## config.mk

```make
export PLATFORM = sky130hd
export DESIGN_NAME = ucode_engine_top
export DESIGN_NICKNAME = d
export VERILOG_FILES = /design/src/rtl/ucode_pkg.sv /design/src/rtl/ucode_boot_rom.sv /design/src/rtl/sync_ram_1rw.sv /design/src/rtl/ucode_pc.sv /design/src/rtl/ucode_exec.sv /design/src/rtl/mem_arbiter.sv /design/src/rtl/axil_mem_port.sv /design/src/rtl/ucode_engine_top.sv
export SDC_FILE = /design/constraint.sdc
export NUM_CORES = 1
export LEC_CHECK = 0
export BUFFER_PORTS_ARGS = -buffer_cell sky130_fd_sc_hd__clkbuf_2
export CORE_ASPECT_RATIO = 0.5
export CORE_MARGIN = 5
export CORE_UTILIZATION = 43
export DETAILED_ROUTE_END_ITERATION = 8
export GPL_TIMING_DRIVEN = 0
export PLACE_DENSITY = 0.67
export SETUP_SLACK_MARGIN = 0.1
export SLEW_MARGIN = 20
export SYNTH_ARGS = -nofsm -noshare
export SYNTH_HDL_FRONTEND = slang
export SYNTH_SLANG_ARGS = --single-unit
```

## constraint.sdc

```tcl
create_clock -name clk_i -period 4.87 [get_ports clk_i]
set_clock_uncertainty 0.1 [all_clocks]
set_input_delay 0.487 -clock clk_i [delete_from_list [all_inputs] [get_ports clk_i]]
set_output_delay 0.487 -clock clk_i [all_outputs]
set_load 0.02 [all_outputs]
```

## src/rtl/ucode_pkg.sv

```systemverilog
package ucode_pkg;

  // instruction word width
  localparam int inst_width_c = 24;

  // data memory depth in words
  localparam int dmem_els_c = 16;

  // opcodes, any code not listed here executes as a no-op
  typedef enum logic [3:0] {
    LI  = 4'h1,
    ADD = 4'h2,
    SUB = 4'h3,
    LD  = 4'h4,
    ST  = 4'h5,
    BZ  = 4'h6,
    JMP = 4'h7
  } opcode_e;

  typedef logic [15:0] word_t;
  typedef logic [$clog2(dmem_els_c)-1:0] dmem_addr_t;

  // imm is the immediate, the data word index or the branch target
  typedef struct packed {
    opcode_e                 opcode;
    logic [1:0]              rd;
    logic [1:0]              rs;
    logic [1:0]              rt;
    logic [inst_width_c-19:0] pad;
    logic [7:0]              imm;
  } inst_t;

endpackage

```

## src/rtl/ucode_boot_rom.sv

```systemverilog
`timescale 1ns/1ps

module ucode_boot_rom
  import ucode_pkg::*;
  #(parameter int inst_ram_els_p = 32
    , localparam int inst_addr_width_lp = $clog2(inst_ram_els_p)
  )
  (input [inst_addr_width_lp-1:0] addr_i
   , output inst_t                data_o
  );

  // build one instruction word, pad bits stay zero
  function automatic inst_t enc(opcode_e op, logic [1:0] rd, logic [1:0] rs,
                                logic [1:0] rt, logic [7:0] imm);
    inst_t inst;
    inst = '0;
    inst.opcode = op;
    inst.rd = rd;
    inst.rs = rs;
    inst.rt = rt;
    inst.imm = imm;
    return inst;
  endfunction

  always_comb begin
    case (addr_i)
      // poll the command word until it is nonzero
      'd0: data_o = enc(LD, 2'd0, 2'd0, 2'd0, 8'd0);
      'd1: data_o = enc(BZ, 2'd0, 2'd0, 2'd0, 8'd0);
      // operands a and b
      'd2: data_o = enc(LD, 2'd1, 2'd0, 2'd0, 8'd1);
      'd3: data_o = enc(LD, 2'd2, 2'd0, 2'd0, 8'd2);
      // sum to word 3, difference to word 4
      'd4: data_o = enc(ADD, 2'd3, 2'd1, 2'd2, 8'd0);
      'd5: data_o = enc(ST, 2'd0, 2'd3, 2'd0, 8'd3);
      'd6: data_o = enc(SUB, 2'd3, 2'd1, 2'd2, 8'd0);
      'd7: data_o = enc(ST, 2'd0, 2'd3, 2'd0, 8'd4);
      // clear the command word to signal completion
      'd8: data_o = enc(LI, 2'd0, 2'd0, 2'd0, 8'd0);
      'd9: data_o = enc(ST, 2'd0, 2'd0, 2'd0, 8'd0);
      // unused tail of the ROM also jumps back to the poll loop
      default: data_o = enc(JMP, 2'd0, 2'd0, 2'd0, 8'd0);
    endcase
  end

endmodule

```

## src/rtl/sync_ram_1rw.sv

```systemverilog
`timescale 1ns/1ps

module sync_ram_1rw
  #(parameter type elem_t = logic [15:0]
    , parameter int els_p = 16
    , localparam int addr_width_lp = $clog2(els_p)
  )
  (input                       clk_i
   , input                     v_i
   , input                     w_i
   , input [addr_width_lp-1:0] addr_i
   , input elem_t              data_i
   , output elem_t             data_o
  );

  elem_t mem_r [els_p];

  // one access per cycle, read data holds until the next read
  always_ff @(posedge clk_i) begin
    if (v_i) begin
      if (w_i) begin
        mem_r[addr_i] <= data_i;
      end else begin
        data_o <= mem_r[addr_i];
      end
    end
  end

endmodule

```

## src/rtl/ucode_pc.sv

```systemverilog
`timescale 1ns/1ps

module ucode_pc
  import ucode_pkg::*;
  #(parameter int inst_ram_els_p = 32
    , localparam int inst_addr_width_lp = $clog2(inst_ram_els_p)
  )
  (input                                   clk_i
   , input                                 reset_i
   , input                                 branch_taken_i
   , input                                 pc_stall_i
   , input [7:0]                           branch_target_i
   , output inst_t                         inst_o
   , output logic                          inst_v_o
   , output logic [inst_addr_width_lp-1:0] boot_rom_addr_o
   , input inst_t                          boot_rom_data_i
  );

  typedef enum logic [1:0] {
    BOOT,
    BOOT_END,
    FETCH_START,
    FETCH
  } pc_state_e;

  pc_state_e state_r, state_n;

  logic [inst_addr_width_lp-1:0] rom_addr_r, rom_addr_n;
  // pc of the instruction now on inst_o
  logic [inst_addr_width_lp-1:0] ex_pc_r, ex_pc_n;
  logic inst_v_r, inst_v_n;

  // registered instruction RAM controls
  logic ram_v_r, ram_v_n;
  logic ram_w_r, ram_w_n;
  logic [inst_addr_width_lp-1:0] ram_addr_r, ram_addr_n;
  logic [inst_addr_width_lp-1:0] ram_addr;
  inst_t ram_wdata_r;
  logic [inst_addr_width_lp-1:0] target;

  assign target = branch_target_i[inst_addr_width_lp-1:0];
  assign boot_rom_addr_o = rom_addr_r;
  assign inst_v_o = inst_v_r;

  sync_ram_1rw
    #(.elem_t(inst_t)
      ,.els_p(inst_ram_els_p)
      )
    inst_ram
     (.clk_i(clk_i)
      ,.v_i(ram_v_r)
      ,.w_i(ram_w_r)
      ,.addr_i(ram_addr)
      ,.data_i(ram_wdata_r)
      ,.data_o(inst_o)
      );

  always_ff @(posedge clk_i) begin
    if (reset_i) begin
      state_r <= BOOT;
      rom_addr_r <= '0;
      ex_pc_r <= '0;
      inst_v_r <= 1'b0;
      ram_v_r <= 1'b0;
      ram_w_r <= 1'b0;
      ram_addr_r <= '0;
    end else begin
      state_r <= state_n;
      rom_addr_r <= rom_addr_n;
      ex_pc_r <= ex_pc_n;
      inst_v_r <= inst_v_n;
      ram_v_r <= ram_v_n;
      ram_w_r <= ram_w_n;
      ram_addr_r <= ram_addr_n;
    end
  end

  // boot data is only consumed while ram_w_r is set
  always_ff @(posedge clk_i) begin
    ram_wdata_r <= boot_rom_data_i;
  end

  always_comb begin
    state_n = state_r;
    rom_addr_n = rom_addr_r;
    ex_pc_n = ex_pc_r;
    inst_v_n = 1'b0;
    ram_v_n = 1'b1;
    ram_w_n = 1'b0;
    ram_addr_n = ram_addr_r;
    // sequential fetch reads the queued address
    ram_addr = ram_addr_r;

    case (state_r)
      BOOT: begin
        // copy one ROM word per cycle, written a cycle later
        ram_w_n = 1'b1;
        ram_addr_n = rom_addr_r;
        rom_addr_n = rom_addr_r + 1'b1;
        if (rom_addr_r == inst_addr_width_lp'(inst_ram_els_p - 1)) begin
          state_n = BOOT_END;
        end
      end
      BOOT_END: begin
        // last word lands this cycle, queue a read of address 0
        ram_addr_n = '0;
        state_n = FETCH_START;
      end
      FETCH_START: begin
        // RAM reads address 0 now, it executes next cycle
        ram_addr_n = inst_addr_width_lp'(1);
        ex_pc_n = '0;
        inst_v_n = 1'b1;
        state_n = FETCH;
      end
      FETCH: begin
        inst_v_n = 1'b1;
        if (pc_stall_i) begin
          // re-read the executing pc so inst_o holds
          ram_addr = ex_pc_r;
        end else if (branch_taken_i) begin
          // target goes out next cycle, target+1 queued behind it
          ram_addr = target;
          ex_pc_n = target;
          ram_addr_n = target + 1'b1;
        end else begin
          ex_pc_n = ram_addr_r;
          ram_addr_n = ram_addr_r + 1'b1;
        end
      end
      default: begin
        state_n = BOOT;
        ram_v_n = 1'b0;
      end
    endcase
  end

endmodule

```

## src/rtl/ucode_exec.sv

```systemverilog
`timescale 1ns/1ps

module ucode_exec
  import ucode_pkg::*;
  (input                clk_i
   , input              reset_i
   , input inst_t       inst_i
   , input              inst_v_i
   , output logic       pc_stall_o
   , output logic       branch_taken_o
   , output logic [7:0] branch_target_o
   , output logic       dmem_req_o
   , output logic       dmem_we_o
   , output dmem_addr_t dmem_addr_o
   , output word_t      dmem_wdata_o
   , input              dmem_gnt_i
   , input              dmem_rvalid_i
   , input word_t       dmem_rdata_i
  );

  word_t regs_r [4];
  // load granted, data due on dmem_rvalid_i
  logic ld_wait_r;
  logic is_ld, is_st, is_bz, is_jmp;
  logic done;
  word_t rs_val, rt_val;

  assign rs_val = regs_r[inst_i.rs];
  assign rt_val = regs_r[inst_i.rt];

  // decode, nothing is active without a valid instruction
  assign is_ld = inst_v_i & (inst_i.opcode == LD);
  assign is_st = inst_v_i & (inst_i.opcode == ST);
  assign is_bz = inst_v_i & (inst_i.opcode == BZ);
  assign is_jmp = inst_v_i & (inst_i.opcode == JMP);

  // branch resolves in the cycle the instruction is presented
  assign branch_taken_o = is_jmp | (is_bz & (rs_val == '0));
  assign branch_target_o = inst_i.imm;

  // load requests once, then waits for its data
  assign dmem_req_o = (is_ld & ~ld_wait_r) | is_st;
  assign dmem_we_o = is_st;
  assign dmem_addr_o = dmem_addr_t'(inst_i.imm);
  assign dmem_wdata_o = rs_val;

  // LD holds until its data returns, ST until granted
  assign pc_stall_o = (is_ld & ~dmem_rvalid_i) | (is_st & ~dmem_gnt_i);
  assign done = inst_v_i & ~pc_stall_o;

  always_ff @(posedge clk_i) begin
    if (reset_i) begin
      ld_wait_r <= 1'b0;
      for (int i = 0; i < 4; i++) begin
        regs_r[i] <= '0;
      end
    end else begin
      if (ld_wait_r) begin
        ld_wait_r <= ~dmem_rvalid_i;
      end else begin
        ld_wait_r <= is_ld & dmem_gnt_i;
      end

      // writeback only on the completing cycle
      if (done) begin
        case (inst_i.opcode)
          LI: regs_r[inst_i.rd] <= word_t'(inst_i.imm);
          ADD: regs_r[inst_i.rd] <= rs_val + rt_val;
          SUB: regs_r[inst_i.rd] <= rs_val - rt_val;
          LD: regs_r[inst_i.rd] <= dmem_rdata_i;
          default: begin
          end
        endcase
      end
    end
  end

endmodule

```

## src/rtl/mem_arbiter.sv

```systemverilog
`timescale 1ns/1ps

module mem_arbiter
  import ucode_pkg::*;
  (input                clk_i
   , input              reset_i
   , input              eng_req_i
   , input              eng_we_i
   , input dmem_addr_t  eng_addr_i
   , input word_t       eng_wdata_i
   , output logic       eng_gnt_o
   , output logic       eng_rvalid_o
   , input              host_req_i
   , input              host_we_i
   , input dmem_addr_t  host_addr_i
   , input word_t       host_wdata_i
   , output logic       host_gnt_o
   , output logic       host_rvalid_o
   , output word_t      rdata_o
  );

  // set when the host held the last grant
  logic last_host_r;
  // read in flight and which side owns it
  logic rd_v_r, rd_host_r;
  logic ram_v, ram_w;
  dmem_addr_t ram_addr;
  word_t ram_wdata;

  // on a tie the side not granted last time wins
  assign host_gnt_o = host_req_i & (~eng_req_i | ~last_host_r);
  assign eng_gnt_o = eng_req_i & (~host_req_i | last_host_r);

  assign ram_v = eng_gnt_o | host_gnt_o;
  assign ram_w = host_gnt_o ? host_we_i : eng_we_i;
  assign ram_addr = host_gnt_o ? host_addr_i : eng_addr_i;
  assign ram_wdata = host_gnt_o ? host_wdata_i : eng_wdata_i;

  sync_ram_1rw
    #(.elem_t(word_t)
      ,.els_p(dmem_els_c)
      )
    data_ram
     (.clk_i(clk_i)
      ,.v_i(ram_v)
      ,.w_i(ram_w)
      ,.addr_i(ram_addr)
      ,.data_i(ram_wdata)
      ,.data_o(rdata_o)
      );

  always_ff @(posedge clk_i) begin
    if (reset_i) begin
      last_host_r <= 1'b0;
      rd_v_r <= 1'b0;
      rd_host_r <= 1'b0;
    end else begin
      if (ram_v) begin
        last_host_r <= host_gnt_o;
      end
      rd_v_r <= ram_v & ~ram_w;
      rd_host_r <= host_gnt_o;
    end
  end

  // read data is valid the cycle after its grant
  assign eng_rvalid_o = rd_v_r & ~rd_host_r;
  assign host_rvalid_o = rd_v_r & rd_host_r;

endmodule

```

## src/rtl/axil_mem_port.sv

```systemverilog
`timescale 1ns/1ps

module axil_mem_port
  import ucode_pkg::*;
  (input                 clk_i
   , input               reset_i
   , input               s_axil_awvalid_i
   , output logic        s_axil_awready_o
   , input [31:0]        s_axil_awaddr_i
   , input               s_axil_wvalid_i
   , output logic        s_axil_wready_o
   , input [31:0]        s_axil_wdata_i
   , output logic        s_axil_bvalid_o
   , input               s_axil_bready_i
   , output logic [1:0]  s_axil_bresp_o
   , input               s_axil_arvalid_i
   , output logic        s_axil_arready_o
   , input [31:0]        s_axil_araddr_i
   , output logic        s_axil_rvalid_o
   , input               s_axil_rready_i
   , output logic [31:0] s_axil_rdata_o
   , output logic [1:0]  s_axil_rresp_o
   , output logic        mem_req_o
   , output logic        mem_we_o
   , output dmem_addr_t  mem_addr_o
   , output word_t       mem_wdata_o
   , input               mem_gnt_i
   , input               mem_rvalid_i
   , input word_t        mem_rdata_i
  );

  typedef enum logic [1:0] {
    IDLE,
    REQ,
    RESP
  } port_state_e;

  port_state_e state_r;
  logic rvalid_r;
  logic we_r;
  dmem_addr_t addr_r;
  word_t wdata_r, rdata_r;
  logic wr_start, rd_start;

  // write needs both address and data, and beats a read
  assign wr_start = s_axil_awvalid_i & s_axil_wvalid_i;
  assign rd_start = s_axil_arvalid_i & ~wr_start;

  always_ff @(posedge clk_i) begin
    if (reset_i) begin
      state_r <= IDLE;
      rvalid_r <= 1'b0;
    end else begin
      case (state_r)
        IDLE: begin
          if (wr_start | rd_start) begin
            state_r <= REQ;
          end
        end
        REQ: begin
          if (mem_gnt_i) begin
            state_r <= RESP;
          end
        end
        RESP: begin
          if (we_r) begin
            if (s_axil_bready_i) begin
              state_r <= IDLE;
            end
          end else if (rvalid_r & s_axil_rready_i) begin
            rvalid_r <= 1'b0;
            state_r <= IDLE;
          end else if (mem_rvalid_i) begin
            rvalid_r <= 1'b1;
          end
        end
        default: state_r <= IDLE;
      endcase
    end
  end

  // capture the transaction while idle, read data when it returns
  always_ff @(posedge clk_i) begin
    if (state_r == IDLE) begin
      we_r <= wr_start;
      addr_r <= wr_start ? s_axil_awaddr_i[5:2] : s_axil_araddr_i[5:2];
      wdata_r <= s_axil_wdata_i[15:0];
    end
    if (mem_rvalid_i) begin
      rdata_r <= mem_rdata_i;
    end
  end

  assign mem_req_o = (state_r == REQ);
  assign mem_we_o = we_r;
  assign mem_addr_o = addr_r;
  assign mem_wdata_o = wdata_r;

  // address channels are accepted together with the grant
  assign s_axil_awready_o = mem_req_o & we_r & mem_gnt_i;
  assign s_axil_wready_o = mem_req_o & we_r & mem_gnt_i;
  assign s_axil_arready_o = mem_req_o & ~we_r & mem_gnt_i;

  // responses are registered and hold until accepted
  assign s_axil_bvalid_o = (state_r == RESP) & we_r;
  assign s_axil_bresp_o = 2'b00;
  assign s_axil_rvalid_o = rvalid_r;
  assign s_axil_rdata_o = {16'h0000, rdata_r};
  assign s_axil_rresp_o = 2'b00;

endmodule

```

## src/rtl/ucode_engine_top.sv

```systemverilog
`timescale 1ns/1ps

module ucode_engine_top
  import ucode_pkg::*;
  #(parameter int inst_ram_els_p = 32
    , localparam int inst_addr_width_lp = $clog2(inst_ram_els_p)
  )
  (input                 clk_i
   , input               reset_i
   , input               s_axil_awvalid_i
   , output logic        s_axil_awready_o
   , input [31:0]        s_axil_awaddr_i
   , input               s_axil_wvalid_i
   , output logic        s_axil_wready_o
   , input [31:0]        s_axil_wdata_i
   , output logic        s_axil_bvalid_o
   , input               s_axil_bready_i
   , output logic [1:0]  s_axil_bresp_o
   , input               s_axil_arvalid_i
   , output logic        s_axil_arready_o
   , input [31:0]        s_axil_araddr_i
   , output logic        s_axil_rvalid_o
   , input               s_axil_rready_i
   , output logic [31:0] s_axil_rdata_o
   , output logic [1:0]  s_axil_rresp_o
  );

  // boot path
  logic [inst_addr_width_lp-1:0] boot_rom_addr;
  inst_t boot_rom_data;

  // fetch and execute
  inst_t inst;
  logic inst_v;
  logic pc_stall, branch_taken;
  logic [7:0] branch_target;

  // engine side of the data memory
  logic eng_req, eng_we, eng_gnt, eng_rvalid;
  dmem_addr_t eng_addr;
  word_t eng_wdata;

  // host side of the data memory
  logic host_req, host_we, host_gnt, host_rvalid;
  dmem_addr_t host_addr;
  word_t host_wdata;
  word_t dmem_rdata;

  ucode_boot_rom #(.inst_ram_els_p(inst_ram_els_p)) boot_rom
    (.addr_i(boot_rom_addr)
     ,.data_o(boot_rom_data)
     );

  ucode_pc #(.inst_ram_els_p(inst_ram_els_p)) pc
    (.clk_i(clk_i)
     ,.reset_i(reset_i)
     ,.branch_taken_i(branch_taken)
     ,.pc_stall_i(pc_stall)
     ,.branch_target_i(branch_target)
     ,.inst_o(inst)
     ,.inst_v_o(inst_v)
     ,.boot_rom_addr_o(boot_rom_addr)
     ,.boot_rom_data_i(boot_rom_data)
     );

  ucode_exec exec
    (.clk_i(clk_i)
     ,.reset_i(reset_i)
     ,.inst_i(inst)
     ,.inst_v_i(inst_v)
     ,.pc_stall_o(pc_stall)
     ,.branch_taken_o(branch_taken)
     ,.branch_target_o(branch_target)
     ,.dmem_req_o(eng_req)
     ,.dmem_we_o(eng_we)
     ,.dmem_addr_o(eng_addr)
     ,.dmem_wdata_o(eng_wdata)
     ,.dmem_gnt_i(eng_gnt)
     ,.dmem_rvalid_i(eng_rvalid)
     ,.dmem_rdata_i(dmem_rdata)
     );

  mem_arbiter arb
    (.clk_i(clk_i)
     ,.reset_i(reset_i)
     ,.eng_req_i(eng_req)
     ,.eng_we_i(eng_we)
     ,.eng_addr_i(eng_addr)
     ,.eng_wdata_i(eng_wdata)
     ,.eng_gnt_o(eng_gnt)
     ,.eng_rvalid_o(eng_rvalid)
     ,.host_req_i(host_req)
     ,.host_we_i(host_we)
     ,.host_addr_i(host_addr)
     ,.host_wdata_i(host_wdata)
     ,.host_gnt_o(host_gnt)
     ,.host_rvalid_o(host_rvalid)
     ,.rdata_o(dmem_rdata)
     );

  axil_mem_port host_port
    (.clk_i(clk_i)
     ,.reset_i(reset_i)
     ,.s_axil_awvalid_i(s_axil_awvalid_i)
     ,.s_axil_awready_o(s_axil_awready_o)
     ,.s_axil_awaddr_i(s_axil_awaddr_i)
     ,.s_axil_wvalid_i(s_axil_wvalid_i)
     ,.s_axil_wready_o(s_axil_wready_o)
     ,.s_axil_wdata_i(s_axil_wdata_i)
     ,.s_axil_bvalid_o(s_axil_bvalid_o)
     ,.s_axil_bready_i(s_axil_bready_i)
     ,.s_axil_bresp_o(s_axil_bresp_o)
     ,.s_axil_arvalid_i(s_axil_arvalid_i)
     ,.s_axil_arready_o(s_axil_arready_o)
     ,.s_axil_araddr_i(s_axil_araddr_i)
     ,.s_axil_rvalid_o(s_axil_rvalid_o)
     ,.s_axil_rready_i(s_axil_rready_i)
     ,.s_axil_rdata_o(s_axil_rdata_o)
     ,.s_axil_rresp_o(s_axil_rresp_o)
     ,.mem_req_o(host_req)
     ,.mem_we_o(host_we)
     ,.mem_addr_o(host_addr)
     ,.mem_wdata_o(host_wdata)
     ,.mem_gnt_i(host_gnt)
     ,.mem_rvalid_i(host_rvalid)
     ,.mem_rdata_i(dmem_rdata)
     );

endmodule

```

==> results_dict.tcl, run 1 <==
set metrics [dict create \
    status "finished with violations" \
    violations "setup timing" \
    finalHoldViolations 0 \
    final_antenna_net_count 0 \
    worst-endpoint-arrival_ps 5140 \
    yosys.area_share.simple_pct 9.09 \
    reg2reg_from "pc.inst_ram.data_o[16]" \
    synth_compound_area_share_pct 10.3 \
    drt_wl_total_um 93200 \
    slew_violations 0 \
    grt_max_degree 33 \
    worst_pin_slew_ps 1150 \
    area_growth_pct 18.1 \
    required_ps 5110 \
    hold_slack_ps 84.6 \
    fmax_mhz 204 \
    total_power_mw 14.8 \
    relSlewSlack_pct 23.1 \
    hpwl_um 59100 \
    synth_edf_count 736 \
    synth_cells 2296 \
    nets 2695 \
    start_util_pct 43.4 \
    yosys.cell_count.top_type "edfxtp_1" \
    rsz0062_at_grt "true" \
    ys_seq_elements 774 \
    core_area_mm2 0.0752 \
    port_buffers 51 \
    fin_ws_ps -28.6 \
    hold_start "s_axil_awaddr_i[5]" \
    synth.cells.most_frequent "edfxtp_1 (736), nand2_1 (196), nor2_1 (147)" \
    tns_ps -28.6 \
    pwr-share-clk_pct 36.7 \
    p_sw_share_pct 24.7 \
    highest_layer "met4" \
    async_reset_ff_share_pct 0 \
    syn_avg_cell_area_um2 14.2 \
    yosys_warnings 0 \
    synth.area.mux_share_pct 5.16 \
    die_y_um 205 \
    gp_congestion 0.941 \
    root_buffer "clkbuf_16" \
    wl_met2_um 43400 \
    synthFlopType "edfxtp_1" \
    cp_slowest_cell "or4_4" \
    cts_tree "yes" \
    setup_violations 1 \
    cp-start-kind "flip-flop" \
    synth-seq-area-share_pct 70.0 \
    globalRouteTotalUtil_pct 22.1 \
    min_period_over_period_pct 101 \
    drtIter0Drc 3095 \
    crit_path_end_kind "flip-flop" \
    synthDistinctLibCells 82 \
    vdd.ir_drop.worst_v 0.000244 \
    synth_top_area_share_pct 67.6 \
    path_clk_slew_ps 60 \
    cpPeakStageDelay_ps 570 \
    clock_sinks 774 \
    p_leak_nw 13.3 \
    wire_per_inst_um 25.7 \
    synth-adder-area-share_pct 1.65 \
    antenna_found_initial 0 \
    dieWidth_um 400 \
    grt_pass1_vias 20500 \
    placed_cells 3406 \
    critPathMaxFanout 7 \
    fin_cells 3623 \
    combinationalPowerShare_pct 10.3 \
    ios 144 \
    cts_max_level 3 \
    p_switching_mw 3.64 \
    synth_area_leaders "edfxtp_1 (68%), a22oi_1 (3.2%), mux2i_1 (2.9%)" \
    dieArea_mm2 0.0819 \
    synth_xor_area_share_pct 0.402 \
    grt_pass1_wl_um 134000 \
    overflow 0 \
    power_frac_seq_pct 53.0 \
    drive_above_1_share_pct 19.0 \
    intPower_mw 11.1 \
    clock_path_buffers 3 \
    cts_inserted_buffers 70 \
    maxCapViolCount 0 \
    hp-class "in2reg" \
    drt_first_pass_iters 6 \
    synth_top_family_by_area "compound AO/OA/AOI/OAI gates" \
    syn_area_mm2 0.0327 \
    synth_top_cell_by_area "edfxtp_1" \
    rows 71 \
    met3WireLength_um 10100 \
    drc 0 \
    crit_path_start "pc.inst_ram.data_o[16]" \
    clk_latency_ps 620 \
    via_count 21700 \
    rrSetupSlack_ps -30 \
    wl_met1_um 35600 \
    crit_chain "buf_12, buf_12, mux4_2, or4_4, nand4bb_4, o211ai_1, and3_1, clkbuf_8, buf_12, buf_12, buf_6, mux2_2, o211ai_1, o311ai_2, or4_4" \
    crit_type "reg2reg" \
    min_period_ps 4900 \
    p_per_area_mw_per_mm2 382 \
    crit_top_cell "buf_12" \
    viasPerCell 5.98 \
]
==> flip-flops by register name, indices dropped and copies added (netlist names), 2 cells and up <==
register	cells
pc.ram_wdata_r	11
host_port.mem_wdata_o	16
pc.state_r	2
host_port.state_r	2
exec.regs_r	64
pc.inst_ram.mem_r	352
host_port.mem_addr_o	4
pc.boot_rom_addr_o	5
host_port.rdata_r	16
arb.data_ram.mem_r	256
pc.ram_addr_r	5
arb.data_ram.data_o	16
pc.ex_pc_r	5
pc.inst_ram.data_o	11
==> power by group through the flow <==
stage	sequential [mW]	combinational [mW]	clock, mW
final	7.82	1.52	5.41
after global routing	7.83	1.63	5.72
after CTS	7.82	1.48	5.43
after detailed placement	7.96	1.40	0
after global placement	7.96	1.36	0
after floorplan	7.84	0.882	0
==> cell usage in the layout (no fill, tap or decap), types with 14 or more instances in the layout <==
master / count
mux2_2: 31
a22oi_1: 141
mux4_2: 16
nand3_1: 70
or4_1: 16
clkbuf_16: 74
ha_1: 40
nor2_1: 97
dlygate4sd3_1: 16
buf_4: 79
inv_1: 74
buf_12: 30
nand2_1: 196
nor2_2: 16
a211oi_1: 35
nand2b_1: 16
o2111ai_1: 16
nor3_1: 15
dfxtp_1: 27
buf_8: 19
a21oi_1: 105
nor2_4: 34
edfxtp_1: 736
conb_1: 20
nand4_1: 23
buf_6: 19
o211ai_1: 20
o21ai_0: 20
a21o_1: 14
clkbuf_1: 95
mux2i_1: 95
and3_1: 48
clkbuf_2: 63
==> kinds of logic (layout without fill, tap and decap cells) <==
kind of cell	Yosys count	in the layout
buf+inv	239	524
other cells	1	21
compound gates	472	472
xor+xnor	15	15
mux	144	144
flops	774	774
simple gates	609	609
fa+ha+maj	42	42
==> final timing paths <==
| check | to | cells after the start |
|---|---|---|
| setup / recovery | pc.inst_ram.data_o[17] | 15 |
| hold / removal | host_port.mem_addr_o[3] | 2 |
| setup reg to reg | pc.inst_ram.data_o[17] | 15 |
| hold reg to reg | pc.ex_pc_r[0] | 2 |
==> per-layer routing <==
metal | up-vias | global-route usage [%]
li1 | 9382 | -
met1 | 10700 | 29.5
met2 | 1349 | 35.5
met3 | 261 | 5.21
met4 | 0 | 8.66
met5 | - | 0
==> metrics by stage <==
step | setup WS [ps] | util, % | area [um2]
2_1_floorplan | 416 | - | 32700
3_3_place_gp | -1480 | 45.6 | 34300
3_5_place_dp | -1620 | 46.1 | 34700
5_1_grt | -96.5 | 51.3 | 38600
6_report | -28.6 | 51.3 | 38600
4_1_cts | 23.5 | 50.6 | 38100
==> critical path, delay by kind of cell, from the launching register on <==
| family | cells | cell delay (ps) |
|---|---|---|
| AND/OR/NAND/NOR | 4 | 1530 |
| AO/OA/AOI/OAI | 3 | 870 |
| buffers and inverters | 6 | 860 |
| multiplexers | 2 | 850 |
| flip-flops | 1 | 410 |
==> what timing repair did <==
action,CTS,global route
gates cloned,1,1
endpoints found under the setup margin,395,389
pin swaps,29,23
buffers inserted,64,15
endpoints found under the hold margin,16,0
resized for setup,106,78
hold buffers,16,0
==> final cells by class <==
class,count,area [um2]
clock buffer,91,1890
sequential,774,22900
fill,6105,36700
clock inverter,31,274
antenna,1,2.50
multi-input combinational,1302,9340
inverter,75,282
timing repair buffer,166,1630
buffer,161,1020
tap,1022,1280
(Power assumes the default switching activity.)
==> run 2, diff against run 1 <==
- CELL_PAD_IN_SITES_DETAIL_PLACEMENT: unset -> 1
- CELL_PAD_IN_SITES_GLOBAL_PLACEMENT: unset -> 1
- CORE_MARGIN: 5 -> 2
- PLACE_DENSITY: 0.67 -> 0.76
==> results_dict.tcl, run 2 (synthesis results as in run 1) <==
set metrics [dict create \
    final_area_mm2 0.0396 \
    placed_cells 3403 \
    status "finished with violations" \
    path_clk_slew_ps 70 \
    drc 0 \
    drive_above_1_share_pct 21.3 \
    gp_congestion 0.917 \
    dieArea_mm2 0.0783 \
    hp-class "in2reg" \
    clk_latency_ps 640 \
    area_growth_pct 21.2 \
    p_per_area_mw_per_mm2 393 \
    power_frac_seq_pct 50.3 \
    cts_max_level 3 \
    fillCellCount 7343 \
    crit_top_cell "buf_12" \
    crit_path_end_kind "flip-flop" \
    slew_violations 0 \
    pwr-share-clk_pct 39.0 \
    crit_type "reg2reg" \
    drt_wl_total_um 111000 \
    total_power_mw 15.6 \
    clock_sinks 774 \
    via_count 22900 \
    hpwl_um 67200 \
    viasPerCell 6.22 \
    tns_ps -1340 \
    cp.buffers_inverters 5 \
    top_register "pc.inst_ram.mem_r" \
    relSlewSlack_pct 18.3 \
    fin_cells 3673 \
    nets 2740 \
    vdd.ir_drop.worst_v 0.000267 \
    clock_path_buffers 3 \
    crit_chain "buf_12, buf_12, mux4_2, or4_4, nand4bb_4, o211ai_1, and3_4, buf_8, buf_12, buf_12, mux2_4, o211ai_1, o311ai_2, or4_4" \
    core_area_mm2 0.0752 \
    intPower_mw 11.6 \
    hold_slack_ps 65.8 \
    rows 71 \
    maxCapViolCount 0 \
    setup_violations 10 \
    port_buffers 51 \
    drt_first_pass_iters 5 \
    rsz0062_at_grt "true" \
    p_sw_share_pct 25.5 \
    grt_max_degree 33 \
    globalRouteTotalUtil_pct 27.6 \
    root_buffer "clkbuf_16" \
    combinationalPowerShare_pct 10.7 \
    layout_commonest_cell "edfxtp_1" \
    p_leak_nw 13.8 \
    cp_slowest_cell "o211ai_1" \
    min_period_over_period_pct 108 \
    critPathMaxFanout 6 \
    min_period_ps 5260 \
    grt_pass1_wl_um 158000 \
    reg.largest.list "pc.inst_ram.mem_r (352), arb.data_ram.mem_r (256), exec.regs_r (64)" \
    worst_pin_slew_ps 1230 \
    final_antenna_net_count 0 \
    largest_reg_flops 352 \
    violations "setup timing" \
    finalHoldViolations 0 \
    fin_ws_ps -387 \
    cp-start-kind "flip-flop" \
    cpPeakStageDelay_ps 630 \
    grt_pass1_vias 23200 \
    cts_tree "yes" \
    start_util_pct 43.5 \
    fmax_mhz 190 \
    dieWidth_um 394 \
    die_y_um 199 \
    cts_inserted_buffers 72 \
    placed_cell_area_mm2 0.0347 \
    mostFrequentLayoutCells "edfxtp_1 (736), nand2_1 (196), a22oi_1 (141)" \
    antenna_found_initial 2 \
    required_ps 5120 \
    drtIter0Drc 2807 \
    worst-endpoint-arrival_ps 5510 \
    p_switching_mw 3.97 \
    path_delay_family "simple AND/OR/NAND/NOR gates" \
    diodes 0 \
    wire_per_inst_um 30.3 \
    overflow 0 \
    ios 144 \
]
[run 2: changes by cell type in the layout (fill, tap and decap cells not counted), sizes merged]
| cell | before | now |
|---|---|---|
| diode | 1 | 0 |
| bufinv | 5 | 11 |
| inv | 75 | 78 |
| clkinvlp | 3 | 2 |
| clkinv | 23 | 24 |
| buf | 161 | 202 |
| bufbuf | 0 | 1 |
[run 2: worst reg2reg max path, delay by kind of cell (launching register included)]
family	cells	cell delay (ps)
muxes	2	890
AOI/OAI and AO/OA	3	1260
and+or+nand+nor	4	1630
buffers and inverters	5	670
DFF	1	420
[run 2: path summary, 6_finish.rpt]
kind	startpoint	to	slack, ps	cells past startpoint
hold reg to reg	host_port.s_axil_rvalid_o	host_port.s_axil_rvalid_o	410	2
setup / recovery	pc.inst_ram.data_o[16]	pc.inst_ram.data_o[18]	-390	14
setup reg to reg	pc.inst_ram.data_o[16]	pc.inst_ram.data_o[18]	-390	14
hold / removal	s_axil_araddr_i[5]	host_port.mem_addr_o[3]	70	2
[run 2: layout make-up]
class | instances | area (um2) | area share, %
inverter | 75 | 282 | 0.711
buffer | 161 | 1080 | 2.74
sequential | 774 | 22900 | 57.8
multi-input combinational | 1302 | 9420 | 23.8
timing repair buffer | 209 | 2190 | 5.54
clock inverter | 40 | 478 | 1.21
tap | 1022 | 1280 | 3.23
clock buffer | 90 | 1970 | 4.98
[run 2: timing repair]
action | CTS | global route
cloned | 1 | 3
buffers inserted | 75 | 48
gates resized for setup | 138 | 83
pin swaps | 46 | 34
hold buffers | 16 | 0
endpoints found under the hold margin | 16 | 0
endpoints found under the setup margin | 494 | 392
[run 2: metal layers]
metal	global-route usage (%)	wire length, um	vias to the layer above
li1	-	-	9459
met1	35.0	42900	11700
met2	45.8	52700	1387
met3	4.74	9410	352
met4	14.5	6180	2
met5	0	12	-
[run 2: per-stage QoR]
step | utilization [%] | worst slack, ps
after floorplan | - | 416
after global placement | 45.6 | -1680
after detailed placement | 46.1 | -1800
after CTS | 51.5 | -33.4
after global routing | 52.7 | -359
final | 52.7 | -387
[run 2: power groups by stage]
stage	clock, mW	sequential (mW)	combinational, mW
3_5_place_dp	0	7.97	1.47
5_1_grt	6.32	7.84	1.75
6_report	6.08	7.83	1.67
3_3_place_gp	0	7.95	1.39
2_1_floorplan	0	7.84	0.882
4_1_cts	6.06	7.83	1.56
